### config.mk
export PLATFORM = sky130hd
export DESIGN_NAME = recorder_controller
export DESIGN_NICKNAME = d
export VERILOG_FILES = /design/src/recorder_pkg.sv /design/src/menu_if.sv /design/src/walker_if.sv /design/src/pb_port_regs.sv /design/src/address_walker.sv /design/src/message_sequencer.sv /design/src/recorder_controller.sv
export SDC_FILE = /design/constraint.sdc
export NUM_CORES = 1
export LEC_CHECK = 0
export BUFFER_PORTS_ARGS = -buffer_cell sky130_fd_sc_hd__buf_2
export CORE_UTILIZATION = 45
export DETAILED_ROUTE_END_ITERATION = 16
export GPL_TIMING_DRIVEN = 0
export PLACE_DENSITY_LB_ADDON = 0.2
export SLEW_MARGIN = 20
export SYNTH_ARGS = -nofsm -noshare
export SYNTH_HDL_FRONTEND = slang
export SYNTH_SLANG_ARGS = --single-unit
### constraint.sdc
create_clock -name clk2 -period 2.27 [get_ports clk2]
set_input_delay 0 -clock clk2 [delete_from_list [all_inputs] [get_ports clk2]]
set_output_delay 0 -clock clk2 [all_outputs]
set_load 0.02 [all_outputs]
### src/recorder_pkg.sv
`default_nettype none

////////////////////////////////////////////////////////////////////////////
// Shared widths, port map and types for the message controller
////////////////////////////////////////////////////////////////////////////

package recorder_pkg;

	// Bus and word widths
	localparam int ADDR_W = 26;
	localparam int DATA_W = 16;
	localparam int PORT_W = 8;

	// Slot index type
	typedef logic [2:0] slot_t;

	// Slot map of the word memory
	localparam int SLOT_COUNT = 5;
	localparam logic [ADDR_W-1:0] SLOT_WORDS = 26'h333333;
	// Top slot runs up to the memory size input
	localparam slot_t LAST_SLOT = slot_t'(SLOT_COUNT - 1);

	// Ports written by the processor
	localparam logic [PORT_W-1:0] PORT_MODE = 8'h0B;
	localparam logic [PORT_W-1:0] PORT_SLOT = 8'h0C;
	localparam logic [PORT_W-1:0] PORT_RECORD = 8'h05;
	localparam logic [PORT_W-1:0] PORT_VOLUME = 8'h04;

	// Ports read by the processor
	localparam logic [PORT_W-1:0] PORT_SELECT = 8'h08;
	localparam logic [PORT_W-1:0] PORT_BACK = 8'h09;
	localparam logic [PORT_W-1:0] PORT_PAUSE = 8'h0A;
	localparam logic [PORT_W-1:0] PORT_MSG_EXISTS = 8'h0B;
	localparam logic [PORT_W-1:0] PORT_DEL_DONE = 8'h0F;

	// Volume range
	localparam int VOL_W = 4;
	localparam logic [VOL_W-1:0] VOL_MIN = 4'd1;
	localparam logic [VOL_W-1:0] VOL_MAX = 4'd15;

	// Menu mode as written to the mode port
	typedef enum logic [2:0] {
		MODE_MAIN = 3'd0,
		MODE_PLAY = 3'd1,
		MODE_RECORD = 3'd2,
		MODE_DELETE_ONE = 3'd3,
		MODE_DELETE_ALL = 3'd4,
		MODE_VOLUME = 3'd5
	} menu_mode_e;

	// Sequencer states
	typedef enum logic [3:0] {
		ST_IDLE,
		ST_PLAY_WAIT,
		ST_PLAY_REQUEST,
		ST_PLAY_FETCH,
		ST_PLAY_STEP,
		ST_RECORD_CHECK,
		ST_RECORD_PROBE,
		ST_RECORD_WRITE,
		ST_RECORD_STEP,
		ST_DELETE_WRITE,
		ST_DELETE_STEP
	} seq_state_e;

endpackage

`default_nettype wire

### src/menu_if.sv
`timescale 1ns/100ps
`default_nettype none

////////////////////////////////////////////////////////////////////////////
// Menu state between port registers and the message sequencer
////////////////////////////////////////////////////////////////////////////

interface menu_if import recorder_pkg::*; ();

	// Current menu mode
	menu_mode_e mode;
	// One cycle pulse per mode port write
	logic mode_write;
	// Chosen message slot
	slot_t slot;
	// Slot chosen since the last mode write
	logic slot_valid;
	// Record start request
	logic record_armed;

	// Status back from the sequencer
	logic message_exists;
	logic delete_finish;

	// Register block side
	modport regs (
		output mode,
		output mode_write,
		output slot,
		output slot_valid,
		output record_armed,
		input message_exists,
		input delete_finish
	);

	// Sequencer side
	modport seq (
		input mode,
		input mode_write,
		input slot,
		input slot_valid,
		input record_armed,
		output message_exists,
		output delete_finish
	);

endinterface

`default_nettype wire

### src/walker_if.sv
`timescale 1ns/100ps
`default_nettype none

// Address walker control and result
interface walker_if import recorder_pkg::*; ();

	// Load pulses and the slot to load
	logic load_slot;
	logic load_all;
	slot_t slot;
	// Advance by one word
	logic step;

	// Current memory address
	logic [ADDR_W-1:0] address;
	// At or past the walk limit
	logic last;

	modport seq (
		output load_slot,
		output load_all,
		output slot,
		output step,
		input address,
		input last
	);

	modport walker (
		input load_slot,
		input load_all,
		input slot,
		input step,
		output address,
		output last
	);

endinterface

`default_nettype wire

### src/pb_port_regs.sv
`timescale 1ns/100ps
`default_nettype none

////////////////////////////////////////////////////////////////////////////
// Processor port decode, menu registers and volume
////////////////////////////////////////////////////////////////////////////

module pb_port_regs import recorder_pkg::*; (
	input wire clk2,
	input wire pb_reset,
	input wire [PORT_W-1:0] port_id,
	input wire [PORT_W-1:0] out_port,
	input wire write_strobe,
	input wire select,
	input wire back,
	input wire pause_play,
	output logic [PORT_W-1:0] in_port,
	output logic [VOL_W-1:0] volume,
	menu_if.regs menu
);

	// Write decode per port
	logic wr_mode;
	logic wr_slot;
	logic wr_record;
	logic wr_volume;
	// Mode value with unknown codes folded to main
	menu_mode_e new_mode;

	assign wr_mode = write_strobe && (port_id == PORT_MODE);
	assign wr_slot = write_strobe && (port_id == PORT_SLOT);
	assign wr_record = write_strobe && (port_id == PORT_RECORD);
	assign wr_volume = write_strobe && (port_id == PORT_VOLUME);

	assign new_mode = (out_port <= PORT_W'(MODE_VOLUME)) ?
		menu_mode_e'(out_port[2:0]) : MODE_MAIN;

	////////////////////////////////////////////////////////////////////////
	// Menu registers
	////////////////////////////////////////////////////////////////////////
	always_ff @(posedge clk2 or posedge pb_reset) begin
		if (pb_reset) begin
			menu.mode <= MODE_MAIN;
			menu.mode_write <= 1'b0;
			menu.slot <= '0;
			menu.slot_valid <= 1'b0;
			menu.record_armed <= 1'b0;
		end else begin
			menu.mode_write <= wr_mode;
			// New mode drops any slot choice and arm
			if (wr_mode) begin
				menu.mode <= new_mode;
				menu.slot_valid <= 1'b0;
				menu.record_armed <= 1'b0;
			end
			// Slot choice for play and single delete
			if (wr_slot && (menu.mode == MODE_PLAY || menu.mode == MODE_DELETE_ONE)
					&& out_port < PORT_W'(SLOT_COUNT)) begin
				menu.slot <= slot_t'(out_port);
				menu.slot_valid <= 1'b1;
			end
			// Record port carries arm, disarm and slot codes
			if (wr_record && menu.mode == MODE_RECORD) begin
				if (out_port == PORT_W'(0)) begin
					menu.record_armed <= 1'b0;
				end else if (out_port == PORT_W'(1)) begin
					menu.record_armed <= 1'b1;
				end else if (out_port < PORT_W'(SLOT_COUNT + 2)) begin
					// Codes 2 up select slot code minus two
					menu.slot <= slot_t'(out_port - PORT_W'(2));
					menu.slot_valid <= 1'b1;
					menu.record_armed <= 1'b0;
				end
			end
		end
	end

	// Volume steps once per write, saturating both ways
	always_ff @(posedge clk2 or posedge pb_reset) begin
		if (pb_reset) begin
			volume <= VOL_MIN;
		end else if (wr_volume && menu.mode == MODE_VOLUME) begin
			if (out_port == PORT_W'(1) && volume < VOL_MAX) begin
				volume <= volume + VOL_W'(1);
			end else if (out_port == PORT_W'(2) && volume > VOL_MIN) begin
				volume <= volume - VOL_W'(1);
			end
		end
	end

	////////////////////////////////////////////////////////////////////////
	// Input port mux, one cycle behind port_id
	////////////////////////////////////////////////////////////////////////
	always_ff @(posedge clk2 or posedge pb_reset) begin
		if (pb_reset) begin
			in_port <= '0;
		end else begin
			case (port_id)
				PORT_SELECT: in_port <= PORT_W'(select);
				PORT_BACK: in_port <= PORT_W'(back);
				PORT_PAUSE: in_port <= PORT_W'(pause_play);
				PORT_MSG_EXISTS: in_port <= PORT_W'(menu.message_exists);
				PORT_DEL_DONE: in_port <= PORT_W'(menu.delete_finish);
				// Unmapped reads as zero
				default: in_port <= '0;
			endcase
		end
	end

endmodule

`default_nettype wire

### src/address_walker.sv
`timescale 1ns/100ps
`default_nettype none

////////////////////////////////////////////////////////////////////////////
// Slot address walker
////////////////////////////////////////////////////////////////////////////

module address_walker import recorder_pkg::*; (
	input wire clk2,
	input wire pb_reset,
	input wire [ADDR_W-1:0] max_ram_address,
	walker_if.walker walk
);

	// Slot window from the slot map
	logic [ADDR_W-1:0] slot_base;
	logic [ADDR_W-1:0] slot_limit;
	// Limit of the walk in progress
	logic [ADDR_W-1:0] limit;

	// Base is slot index times slot size
	assign slot_base = ADDR_W'(walk.slot) * SLOT_WORDS;

	// Top slot ends at the memory size, others one word short of the next base
	assign slot_limit = (walk.slot == LAST_SLOT) ? max_ram_address :
		slot_base + SLOT_WORDS - ADDR_W'(1);

	always_ff @(posedge clk2 or posedge pb_reset) begin
		if (pb_reset) begin
			walk.address <= '0;
			limit <= '0;
		end else if (walk.load_all) begin
			// Whole memory
			walk.address <= '0;
			limit <= max_ram_address;
		end else if (walk.load_slot) begin
			walk.address <= slot_base;
			limit <= slot_limit;
		end else if (walk.step) begin
			walk.address <= walk.address + ADDR_W'(1);
		end
	end

	// End of walk flag
	assign walk.last = (walk.address >= limit);

endmodule

`default_nettype wire

### src/message_sequencer.sv
`timescale 1ns/100ps
`default_nettype none

////////////////////////////////////////////////////////////////////////////
// Play, record and delete sequencer
////////////////////////////////////////////////////////////////////////////

module message_sequencer import recorder_pkg::*; (
	input wire clk2,
	input wire pb_reset,
	input wire [DATA_W-1:0] audio_in,
	input wire [DATA_W-1:0] ram_rdata,
	input wire ram_data_present,
	output logic playback,
	output logic [DATA_W-1:0] audio_out,
	output logic [DATA_W-1:0] ram_wdata,
	output logic ram_write_enable,
	output logic ram_read_request,
	output logic ram_read_ack,
	menu_if.seq menu,
	walker_if.seq walk
);

	seq_state_e state;

	// One operation per menu entry
	logic op_spent;
	// Mode write seen while busy
	logic abort_req;
	logic abort;

	// Start requests from idle
	logic start_play;
	logic start_record;
	logic start_del_one;
	logic start_del_all;
	// Read word arriving this cycle
	logic capture;

	assign start_play = menu.mode == MODE_PLAY && menu.slot_valid && !op_spent;
	assign start_record = menu.mode == MODE_RECORD && menu.slot_valid
		&& menu.record_armed && !op_spent;
	assign start_del_one = menu.mode == MODE_DELETE_ONE && menu.slot_valid && !op_spent;
	// Delete all fires on entry to the mode
	assign start_del_all = menu.mode == MODE_DELETE_ALL && menu.mode_write;

	assign abort = abort_req || menu.mode_write;
	assign capture = ram_data_present && (state == ST_PLAY_FETCH || state == ST_RECORD_PROBE);

	// Walker control
	assign walk.slot = menu.slot;
	assign walk.load_slot = (state == ST_IDLE) && (start_play || start_record || start_del_one);
	assign walk.load_all = (state == ST_IDLE) && start_del_all;

	always_comb begin
		case (state)
			ST_PLAY_STEP, ST_RECORD_STEP: walk.step = !walk.last && !abort;
			// Deletion ignores aborts
			ST_DELETE_STEP: walk.step = !walk.last;
			default: walk.step = 1'b0;
		endcase
	end

	////////////////////////////////////////////////////////////////////////
	// State machine
	////////////////////////////////////////////////////////////////////////
	always_ff @(posedge clk2 or posedge pb_reset) begin
		if (pb_reset) begin
			state <= ST_IDLE;
			playback <= 1'b0;
			menu.message_exists <= 1'b0;
			menu.delete_finish <= 1'b0;
			ram_write_enable <= 1'b0;
			ram_read_request <= 1'b0;
			ram_read_ack <= 1'b0;
			op_spent <= 1'b0;
			abort_req <= 1'b0;
		end else begin
			// Memory strobes are single cycle
			ram_write_enable <= 1'b0;
			ram_read_request <= 1'b0;
			ram_read_ack <= 1'b0;
			if (state == ST_IDLE) begin
				abort_req <= 1'b0;
			end else if (menu.mode_write) begin
				abort_req <= 1'b1;
			end
			if (menu.mode_write) begin
				op_spent <= 1'b0;
			end
			case (state)
				ST_IDLE: begin
					if (start_play) begin
						playback <= 1'b1;
						op_spent <= 1'b1;
						state <= ST_PLAY_WAIT;
					end else if (start_record) begin
						menu.message_exists <= 1'b0;
						op_spent <= 1'b1;
						state <= ST_RECORD_CHECK;
					end else if (start_del_one || start_del_all) begin
						menu.delete_finish <= 1'b0;
						op_spent <= 1'b1;
						state <= ST_DELETE_WRITE;
					end
				end
				// Playback loop
				ST_PLAY_WAIT: begin
					if (abort) begin
						playback <= 1'b0;
						state <= ST_IDLE;
					end else begin
						ram_read_request <= 1'b1;
						state <= ST_PLAY_REQUEST;
					end
				end
				ST_PLAY_REQUEST: state <= ST_PLAY_FETCH;
				ST_PLAY_FETCH: begin
					if (ram_data_present) begin
						ram_read_ack <= 1'b1;
						state <= ST_PLAY_STEP;
					end
				end
				ST_PLAY_STEP: begin
					if (walk.last || abort) begin
						playback <= 1'b0;
						state <= ST_IDLE;
					end else begin
						state <= ST_PLAY_WAIT;
					end
				end
				// Probe first word of the slot
				ST_RECORD_CHECK: begin
					if (abort) begin
						state <= ST_IDLE;
					end else begin
						ram_read_request <= 1'b1;
						state <= ST_RECORD_PROBE;
					end
				end
				ST_RECORD_PROBE: begin
					if (ram_data_present) begin
						ram_read_ack <= 1'b1;
						// Occupied slot is left alone
						if (ram_rdata != '0) begin
							menu.message_exists <= 1'b1;
							state <= ST_IDLE;
						end else begin
							state <= ST_RECORD_WRITE;
						end
					end
				end
				ST_RECORD_WRITE: begin
					ram_write_enable <= 1'b1;
					state <= ST_RECORD_STEP;
				end
				ST_RECORD_STEP: begin
					if (walk.last || abort) begin
						state <= ST_IDLE;
					end else begin
						state <= ST_RECORD_WRITE;
					end
				end
				// Zero fill up to the limit
				ST_DELETE_WRITE: begin
					ram_write_enable <= 1'b1;
					state <= ST_DELETE_STEP;
				end
				ST_DELETE_STEP: begin
					if (walk.last) begin
						menu.delete_finish <= 1'b1;
						state <= ST_IDLE;
					end else begin
						state <= ST_DELETE_WRITE;
					end
				end
				default: state <= ST_IDLE;
			endcase
		end
	end

	// Data path registers
	always_ff @(posedge clk2) begin
		if (capture) begin
			audio_out <= ram_rdata;
		end
		if (state == ST_RECORD_WRITE) begin
			ram_wdata <= audio_in;
		end else if (state == ST_DELETE_WRITE) begin
			ram_wdata <= '0;
		end
	end

endmodule

`default_nettype wire

### src/recorder_controller.sv
`timescale 1ns/100ps
`default_nettype none

////////////////////////////////////////////////////////////////////////////
// Voice recorder message controller top
////////////////////////////////////////////////////////////////////////////

module recorder_controller import recorder_pkg::*; (
	input wire clk2,
	input wire pb_reset,
	// Processor port bus
	input wire [PORT_W-1:0] port_id,
	input wire [PORT_W-1:0] out_port,
	input wire write_strobe,
	// No read side effects remain on the port bus
	input wire read_strobe,
	output wire [PORT_W-1:0] in_port,
	// Buttons
	input wire select,
	input wire back,
	input wire pause_play,
	// Audio side
	output wire [VOL_W-1:0] volume,
	output wire playback,
	input wire [DATA_W-1:0] audio_in,
	output wire [DATA_W-1:0] audio_out,
	// Word memory
	input wire [ADDR_W-1:0] max_ram_address,
	output wire [ADDR_W-1:0] ram_address,
	output wire [DATA_W-1:0] ram_wdata,
	output wire ram_write_enable,
	output wire ram_read_request,
	output wire ram_read_ack,
	input wire [DATA_W-1:0] ram_rdata,
	input wire ram_data_present
);

	menu_if menu_bus ();
	walker_if walk_bus ();

	// Port decode and menu state
	pb_port_regs regs_i (
		.clk2(clk2),
		.pb_reset(pb_reset),
		.port_id(port_id),
		.out_port(out_port),
		.write_strobe(write_strobe),
		.select(select),
		.back(back),
		.pause_play(pause_play),
		.in_port(in_port),
		.volume(volume),
		.menu(menu_bus.regs)
	);

	message_sequencer seq_i (
		.clk2(clk2),
		.pb_reset(pb_reset),
		.audio_in(audio_in),
		.ram_rdata(ram_rdata),
		.ram_data_present(ram_data_present),
		.playback(playback),
		.audio_out(audio_out),
		.ram_wdata(ram_wdata),
		.ram_write_enable(ram_write_enable),
		.ram_read_request(ram_read_request),
		.ram_read_ack(ram_read_ack),
		.menu(menu_bus.seq),
		.walk(walk_bus.seq)
	);

	address_walker walker_i (
		.clk2(clk2),
		.pb_reset(pb_reset),
		.max_ram_address(max_ram_address),
		.walk(walk_bus.walker)
	);

	// Memory address straight from the walker
	assign ram_address = walk_bus.address;

endmodule

`default_nettype wire

==> results of run 1 <==
==> power by group through the flow <==
| stage | Clock [mW] | Combinational, mW | Sequential, mW |
|---|---|---|---|
| global route | 1.78 | 1.81 | 2.40 |
| finish | 1.69 | 1.68 | 2.38 |
| global placement | 0 | 1.25 | 2.43 |
| detailed placement | 0 | 1.30 | 2.43 |
| CTS | 1.72 | 1.50 | 2.38 |
| floorplan | 0 | 0.699 | 2.60 |
==> registers in the layout, indices dropped and copies added, names as in the netlist, 3 cells and up <==
signal	cells
walker_i.walk.address	26
regs_i.menu.slot	3
walker_i.limit	26
regs_i.volume	4
seq_i.ram_wdata	16
regs_i.menu.mode	3
seq_i.audio_out	16
seq_i.state	4
==> logic make-up after synthesis <==
logic type | Yosys count | synth area share (%)
AOI/OAI and AO/OA | 163 | 16.5
xor gates and xnor gates | 24 | 3.42
adders and majority gates | 37 | 7.27
buffers and inverters | 77 | 5.42
DFF | 110 | 45.8
muxes | 6 | 1.18
other | 1 | 0.0589
and+or+nand+nor | 242 | 20.4
==> layer usage <==
metal	GRT usage, %	vias up	share of wire (%)
li1	-	2936	-
met1	35.2	3118	39
met2	46.0	308	49
met3	3.99	73	6.8
met4	16.4	0	4.8
met5	0	-	0
==> synthesized netlist by cell type, types with 4 or more instances <==
cell / instances / share of area [%]
dfrtp_1: 77 / 30
nand2_1: 67 / 3.9
a21oi_1: 43 / 3.4
inv_1: 42 / 2.5
ha_1: 37 / 7.3
nor2_1: 35 / 2.1
o21ai_0: 34 / 2.7
edfxtp_1: 32 / 15
and2_1: 23 / 2.3
nand3_1: 18 / 1.4
clkbuf_1: 16 / 0.94
xor2_1: 16 / 2.2
nor3_1: 15 / 1.2
nand4_1: 13 / 1.3
a211oi_1: 12 / 1.4
and3_1: 12 / 1.2
a31oi_1: 11 / 1.1
nor4_1: 11 / 1.1
a22oi_1: 10 / 1.2
o211ai_1: 10 / 1.2
or3_1: 10 / 0.98
buf_2: 9 / 0.71
buf_4: 8 / 0.94
nor2b_1: 7 / 0.69
xnor2_1: 7 / 0.96
and4_1: 6 / 0.83
a21o_1: 5 / 0.59
o21ai_1: 5 / 0.39
o22ai_1: 5 / 0.49
or4_1: 5 / 0.59
nand2b_1: 4 / 0.39
o41ai_1: 4 / 0.55
==> final cells by class <==
type	instances	area [um2]	area share (%)
Clock buffer	9	225	2.39
Clock inverter	7	91.3	0.969
Multi-Input combinational cell	479	3790	40.2
Sequential cell	110	2940	31.1
Buffer	32	200	2.12
Tap cell	180	225	2.39
Timing Repair Buffer	260	1800	19.1
Inverter	42	163	1.73
==> tightest hold or removal path, delay by kind of cell <==
kind | cells | cell delay [ps]
AOI/OAI and AO/OA | 1 | 70
buffers and inverters | 2 | 270
==> timing repair <==
action                                 CTS  global route
pin swaps                               34            52
buffers inserted                        27            23
setup endpoints to repair               73            72
endpoints found under the hold margin   98             0
hold buffers                            63             0
gates cloned                             0             1
resized for setup                       55            87
==> stage by stage <==
stage          util [%]  TNS (ps)  area [um2]  cells  power, mW
2_1_floorplan         -      -111        6490    666       3.30
3_3_place_gp       53.8    -88360        7440    991       3.68
3_5_place_dp       54.1    -11800        7480    992       3.73
4_1_cts            64.1     -1330        8870   1096       5.59
5_1_grt            68.2     -5400        9430   1119       5.99
6_report           68.2     -2500        9430   1119       5.75
==> worst paths after layout <==
kind	end	slack [ps]	start
hold reg to reg	regs_i.menu.slot_valid	480	regs_i.menu.slot_valid
setup / recovery	seq_i.state[0]	-180	walker_i.walk.address[18]
min in group asynchronous	walker_i.limit[15]	230	pb_reset
setup reg to reg	seq_i.state[0]	-180	walker_i.walk.address[18]
hold / removal	regs_i.menu.mode[2]	20	out_port[2]
max in group asynchronous	walker_i.walk.address[2]	1430	pb_reset
==> key figures, run 1 <==
Outcome
  • Status: finished, violations left
  • Failing checks: setup timing

Route
  • DR WL/cell: around 19 um
  • Via count: approximately 6400
  • Vias per cell: between 5 and 6
  • Detailed Route WL: roughly 21000 um
  • Post-route antenna net violation count: 0
  • DRC Markers: 0
  • Drt initial violations: between 500 and 600
  • Drt first pass iters: 5

Finish
  • Commonest non-fill, non-tap cells in the layout: buf_2 (153), dlygate4sd3_1 (63), nand2_1 (60), dfrtp_1 (60), buf_4 (54)
  • Layout cells sized above 1: between 30% and 40%
  • Filler instances: 1036
  • Layout Nets: roughly 1100
  • Ant diodes: 0
  • Most common cell after layout, fill and taps aside: buf_2
  • Synthesis-to-layout area growth: 48.1%

STA
  • Fin crit period: 2450 ps
  • Max Fclk: 409 MHz
  • Final setup skew: about 12 ps
  • Fin crit share: 108%
  • RSZ-0062 raised after global routing: yes
  • Finish-stage setup viols: 30
  • Pins over their slew limit: 0
  • Slew HR: approximately 48%
  • Hold WS: approximately 23 ps
  • Final WS setup: -177 ps
  • Worst Tran Pin Value: between 700 and 800 ps
  • Fin. Hold Viols: 0

Global routing
  • Vias in the first global route: slightly above 6000
  • Gr usage total: roughly 28%
  • Initial antenna violation count: 0
  • Pin count of the biggest net entering global routing: 43
  • First-pass GRT wire length: approximately 31000 um
  • Total grt overflow: 0

Clock network
  • H-tree Lvls: 3
  • Clock Latency Late Sink: about 370 ps
  • Sink Count: between 100 and 150
  • Clk pin slew, worst setup/hold paths: around 90 ps
  • Clock Tree Buf Depth: 2
  • TritonCTS buffer count: 9
  • CTS tree: built
  • Clock root buffer: clkbuf_16

Setup path
  • Depth of the worst register-to-register path: 9
  • CP Cell Sequence: ha_4 -> nand4_1 -> nor4_4 -> o211ai_1 -> o21a_4 -> and2_4 -> buf_12 -> o31ai_4 -> o41ai_2
  • Critical path arrival: approximately 2700 ps
  • Crit path launch type: register
  • Critical path depth: 9
  • Slowest stage cell, crit path: dfrtp_2
  • Critical Path End Type: register
  • Kind of critical path: reg2reg
  • Crit path max fanout: 6
  • CP Buf/Inv Count: 1
  • CP peak stage delay: between 400 and 500 ps
  • Critical Path RT: about 2500 ps
  • Crit-path leading delay family: simple AND/OR/NAND/NOR gates

Logic synthesis
  • Cell Area, Synth: about 6400 um2
  • Mean Syn Cell Area: about 9.6 um2
  • Sequential area share after synthesis: between 40% and 50%
  • Synth Instances: 660
  • #FFs+latches synth: 110
  • Cell variety after synth: between 70 and 80
  • Ys async rst share: between 70% and 80%
  • Synth warn: 0
  • Synth Flop Type: dfrtp_1
  • Post-synth EDFFs: 32

Floorplanning
  • I/O Pins: ~160
  • Chip width: around 120 um
  • Die span in y: ~120 um
  • Die ar.: 14600 um2
  • Row count: 43
  • Core Area: 13800 um2
  • Starting Density: a little under half

Min path
  • Worst Hold Depth: 3
  • Worst Hold Class: in2reg

Power and ir drop
  • Share of power burned in the clock network: between 20% and 30%
  • PwrDens: 610 nW/um2
  • Logic gate share of total power: between 20 and 30%
  • NetSw: about 2 mW
  • Sequential share of power: a little over 40%
  • Pleak: 4.18 nW
  • Switching share of total power: around 34%
  • Maximum VDD drop: ~0.36 mV
  • Pint: 3.78 mW

Placement
  • Worst slack, placed: -565 ps
  • Gpl congestion: 0.929
  • Detailed placer's ending HPWL: ~13000 um
  • IO Port Bufs: between 100 and 150

Run
  • MaxCap Viol Count: 0
No activity file was read; power rests on OpenSTA's default activity.
==> run 2: changes to the inputs <==
--- a/config.mk
+++ b/config.mk
@@ -10,6 +10,7 @@
 export DETAILED_ROUTE_END_ITERATION = 16
 export GPL_TIMING_DRIVEN = 0
 export PLACE_DENSITY_LB_ADDON = 0.2
+export RECOVER_POWER = 25
 export SLEW_MARGIN = 20
 export SYNTH_ARGS = -nofsm -noshare
 export SYNTH_HDL_FRONTEND = slang
==> key figures, run 2 (synthesis gave the netlist of run 1 again) <==
Clock network
  • TritonCTS buffer count: 9
  • Clock Latency Late Sink: about 380 ps
  • Clock Tree Buf Depth: 2
  • Sink Count: 110
  • H-tree Lvls: 3
  • CTS tree: built
  • Clk pin slew, worst setup/hold paths: 90 ps
  • Clock root buffer: clkbuf_16

Outcome
  • Status: finished, violations left
  • Failing checks: setup timing

Placement
  • Placed insts: 992
  • Detailed placer's ending HPWL: around 13000 um
  • IO Port Bufs: ~150
  • Gpl congestion: approximately 0.93

STA
  • Slew HR: 2.86%
  • Worst Tran Pin Value: ~1500 ps
  • Final setup skew: 12.2 ps
  • Hold WS: between 15 and 20 ps
  • Fin crit period: 2440 ps
  • Fin crit share: 107%
  • Finish-stage setup viols: 30
  • Pins over their slew limit: 0
  • Fin. Hold Viols: 0
  • RSZ-0062 raised after global routing: yes
  • Max Fclk: 410 MHz
  • Final WS setup: -170 ps

Finish
  • Layout Nets: ~1100
  • Synthesis-to-layout area growth: 47.4%
  • Commonest non-fill, non-tap cells in the layout: buf_2 (140), dlygate4sd3_1 (63), nand2_1 (60), dfrtp_1 (60), buf_4 (54)
  • Layout Cells excl Fill: between 1000 and 1500
  • Filler instances: 1047
  • Final core utilization: 67.9%
  • Most common cell after layout, fill and taps aside: buf_2
  • Ant diodes: 0
  • Layout cells sized above 1: about 38%
  • Regs by FF count: walker_i.limit: 26 flops, walker_i.walk.address: 26 flops

Setup path
  • Kind of critical path: reg2reg
  • Critical Path RT: about 2500 ps
  • Critical Path End Type: register
  • CP peak stage delay: roughly 460 ps
  • Crit path max fanout: 6
  • Critical path arrival: 2680 ps
  • Crit path launch type: register
  • CP Cell Sequence: ha_4 -> nand4_1 -> nor4_4 -> o211ai_1 -> o21a_4 -> and2_4 -> buf_12 -> o31ai_4 -> o41ai_2
  • Slowest stage cell, crit path: dfrtp_2

Global routing
  • Vias in the first global route: between 6000 and 7000
  • Total grt overflow: 0
  • Pin count of the biggest net entering global routing: 43
  • Initial antenna violation count: 0
  • Gr usage total: ~28%
  • First-pass GRT wire length: ~31000 um

Route
  • Vias per cell: about 5.7
  • Drt initial violations: 495
  • DRC Markers: 0
  • DR WL/cell: 18.9 um
  • Via count: ~6400
  • Drt first pass iters: 5
  • Post-route antenna net violation count: 0
  • Detailed Route WL: 21100 um

Power and ir drop
  • Pleak: a little over 4 nW
  • Maximum VDD drop: between 0.3 and 0.4 mV
  • PwrDens: between 600 and 700 nW/um2
  • Tot Pwr: 5.74 mW

Floorplanning
  • I/O Pins: around 160
  • Die ar.: roughly 15000 um2
  • Row count: 43
  • Die span in y: around 120 um
  • Core Area: about 14000 um2
  • Chip width: roughly 120 um
  • Starting Density: between 40 and 50%

Min path
  • Worst Hold Class: in2reg

Run
  • MaxCap Viol Count: 0
run 2: cell count changes in the layout (fill, tap and decap cells not counted), sizes merged:
cell and delta:
buf -14, clkbuf +14
run 2: area by class of cell:
| type | count | area [um2] | share of cell area (%) |
|---|---|---|---|
| clock buffer | 9 | 225 | 2.40 |
| buffer | 32 | 200 | 2.13 |
| tap | 180 | 225 | 2.40 |
| inverter | 42 | 160 | 1.71 |
| timing repair buffer | 260 | 1770 | 18.8 |
| multi-input combinational | 479 | 3790 | 40.3 |
| clock inverter | 7 | 91.3 | 0.973 |
| sequential | 110 | 2940 | 31.3 |
run 2: per-stage QoR:
step                      TNS, ps  setup slack, ps  instance area [um2]
final                       -2270             -170                 9390
after global routing       -12060             -236                 9390
after CTS                   -1330             -110                 8870
after detailed placement   -11800             -565                 7480
after global placement     -88360            -1130                 7440
after floorplan              -111            -24.5                 6490
run 2: path summary, 6_finish.rpt:
| kind | cells after the start | from | slack (ps) | to |
|---|---|---|---|---|
| max | 9 | walker_i.walk.address[18] | -170 | seq_i.state[0] |
| min | 3 | out_port[2] | 20 | regs_i.menu.mode[2] |
| max reg2reg | 9 | walker_i.walk.address[18] | -170 | seq_i.state[0] |
| min reg2reg | 2 | regs_i.menu.slot_valid | 480 | regs_i.menu.slot_valid |
| max in group asynchronous | 4 | pb_reset | 190 | walker_i.walk.address[2] |
| min in group asynchronous | 3 | pb_reset | 610 | walker_i.limit[15] |
run 2: power breakdown:
part	internal (mW)	leakage [nW]	total, mW	switching (mW)
Sequential	2.26	1.21	2.38	0.119
Combinational	0.704	2.78	1.67	0.964
Clock	0.808	0.155	1.70	0.889
Total	3.77	4.14	5.74	1.97
run 2: timing repair:
item,CTS,global route
gates resized for setup,55,87
hold buffers,63,0
pin swaps,34,52
buffers inserted,27,23
gates cloned,0,1
endpoints found under the hold margin,98,0
endpoints found under the setup margin,73,72
run 2: per-layer routing:
layer	part of all wire, %	up-vias	wire length, um	track usage, %
li1	-	2935	-	-
met1	39	3109	8320	35.2
met5	0	-	0	0
met3	6.4	77	1350	3.99
met4	4.9	0	1020	16.4
met2	49	301	10400	46.0
run 2: critical path: cells and delay by family (launching register included):
family / cells / cell delay [ps]
DFF: 1 / 460
adders and majority gates: 1 / 270
AOI/OAI and AO/OA: 4 / 700
buffers and inverters: 1 / 140
and+or+nand+nor: 3 / 730
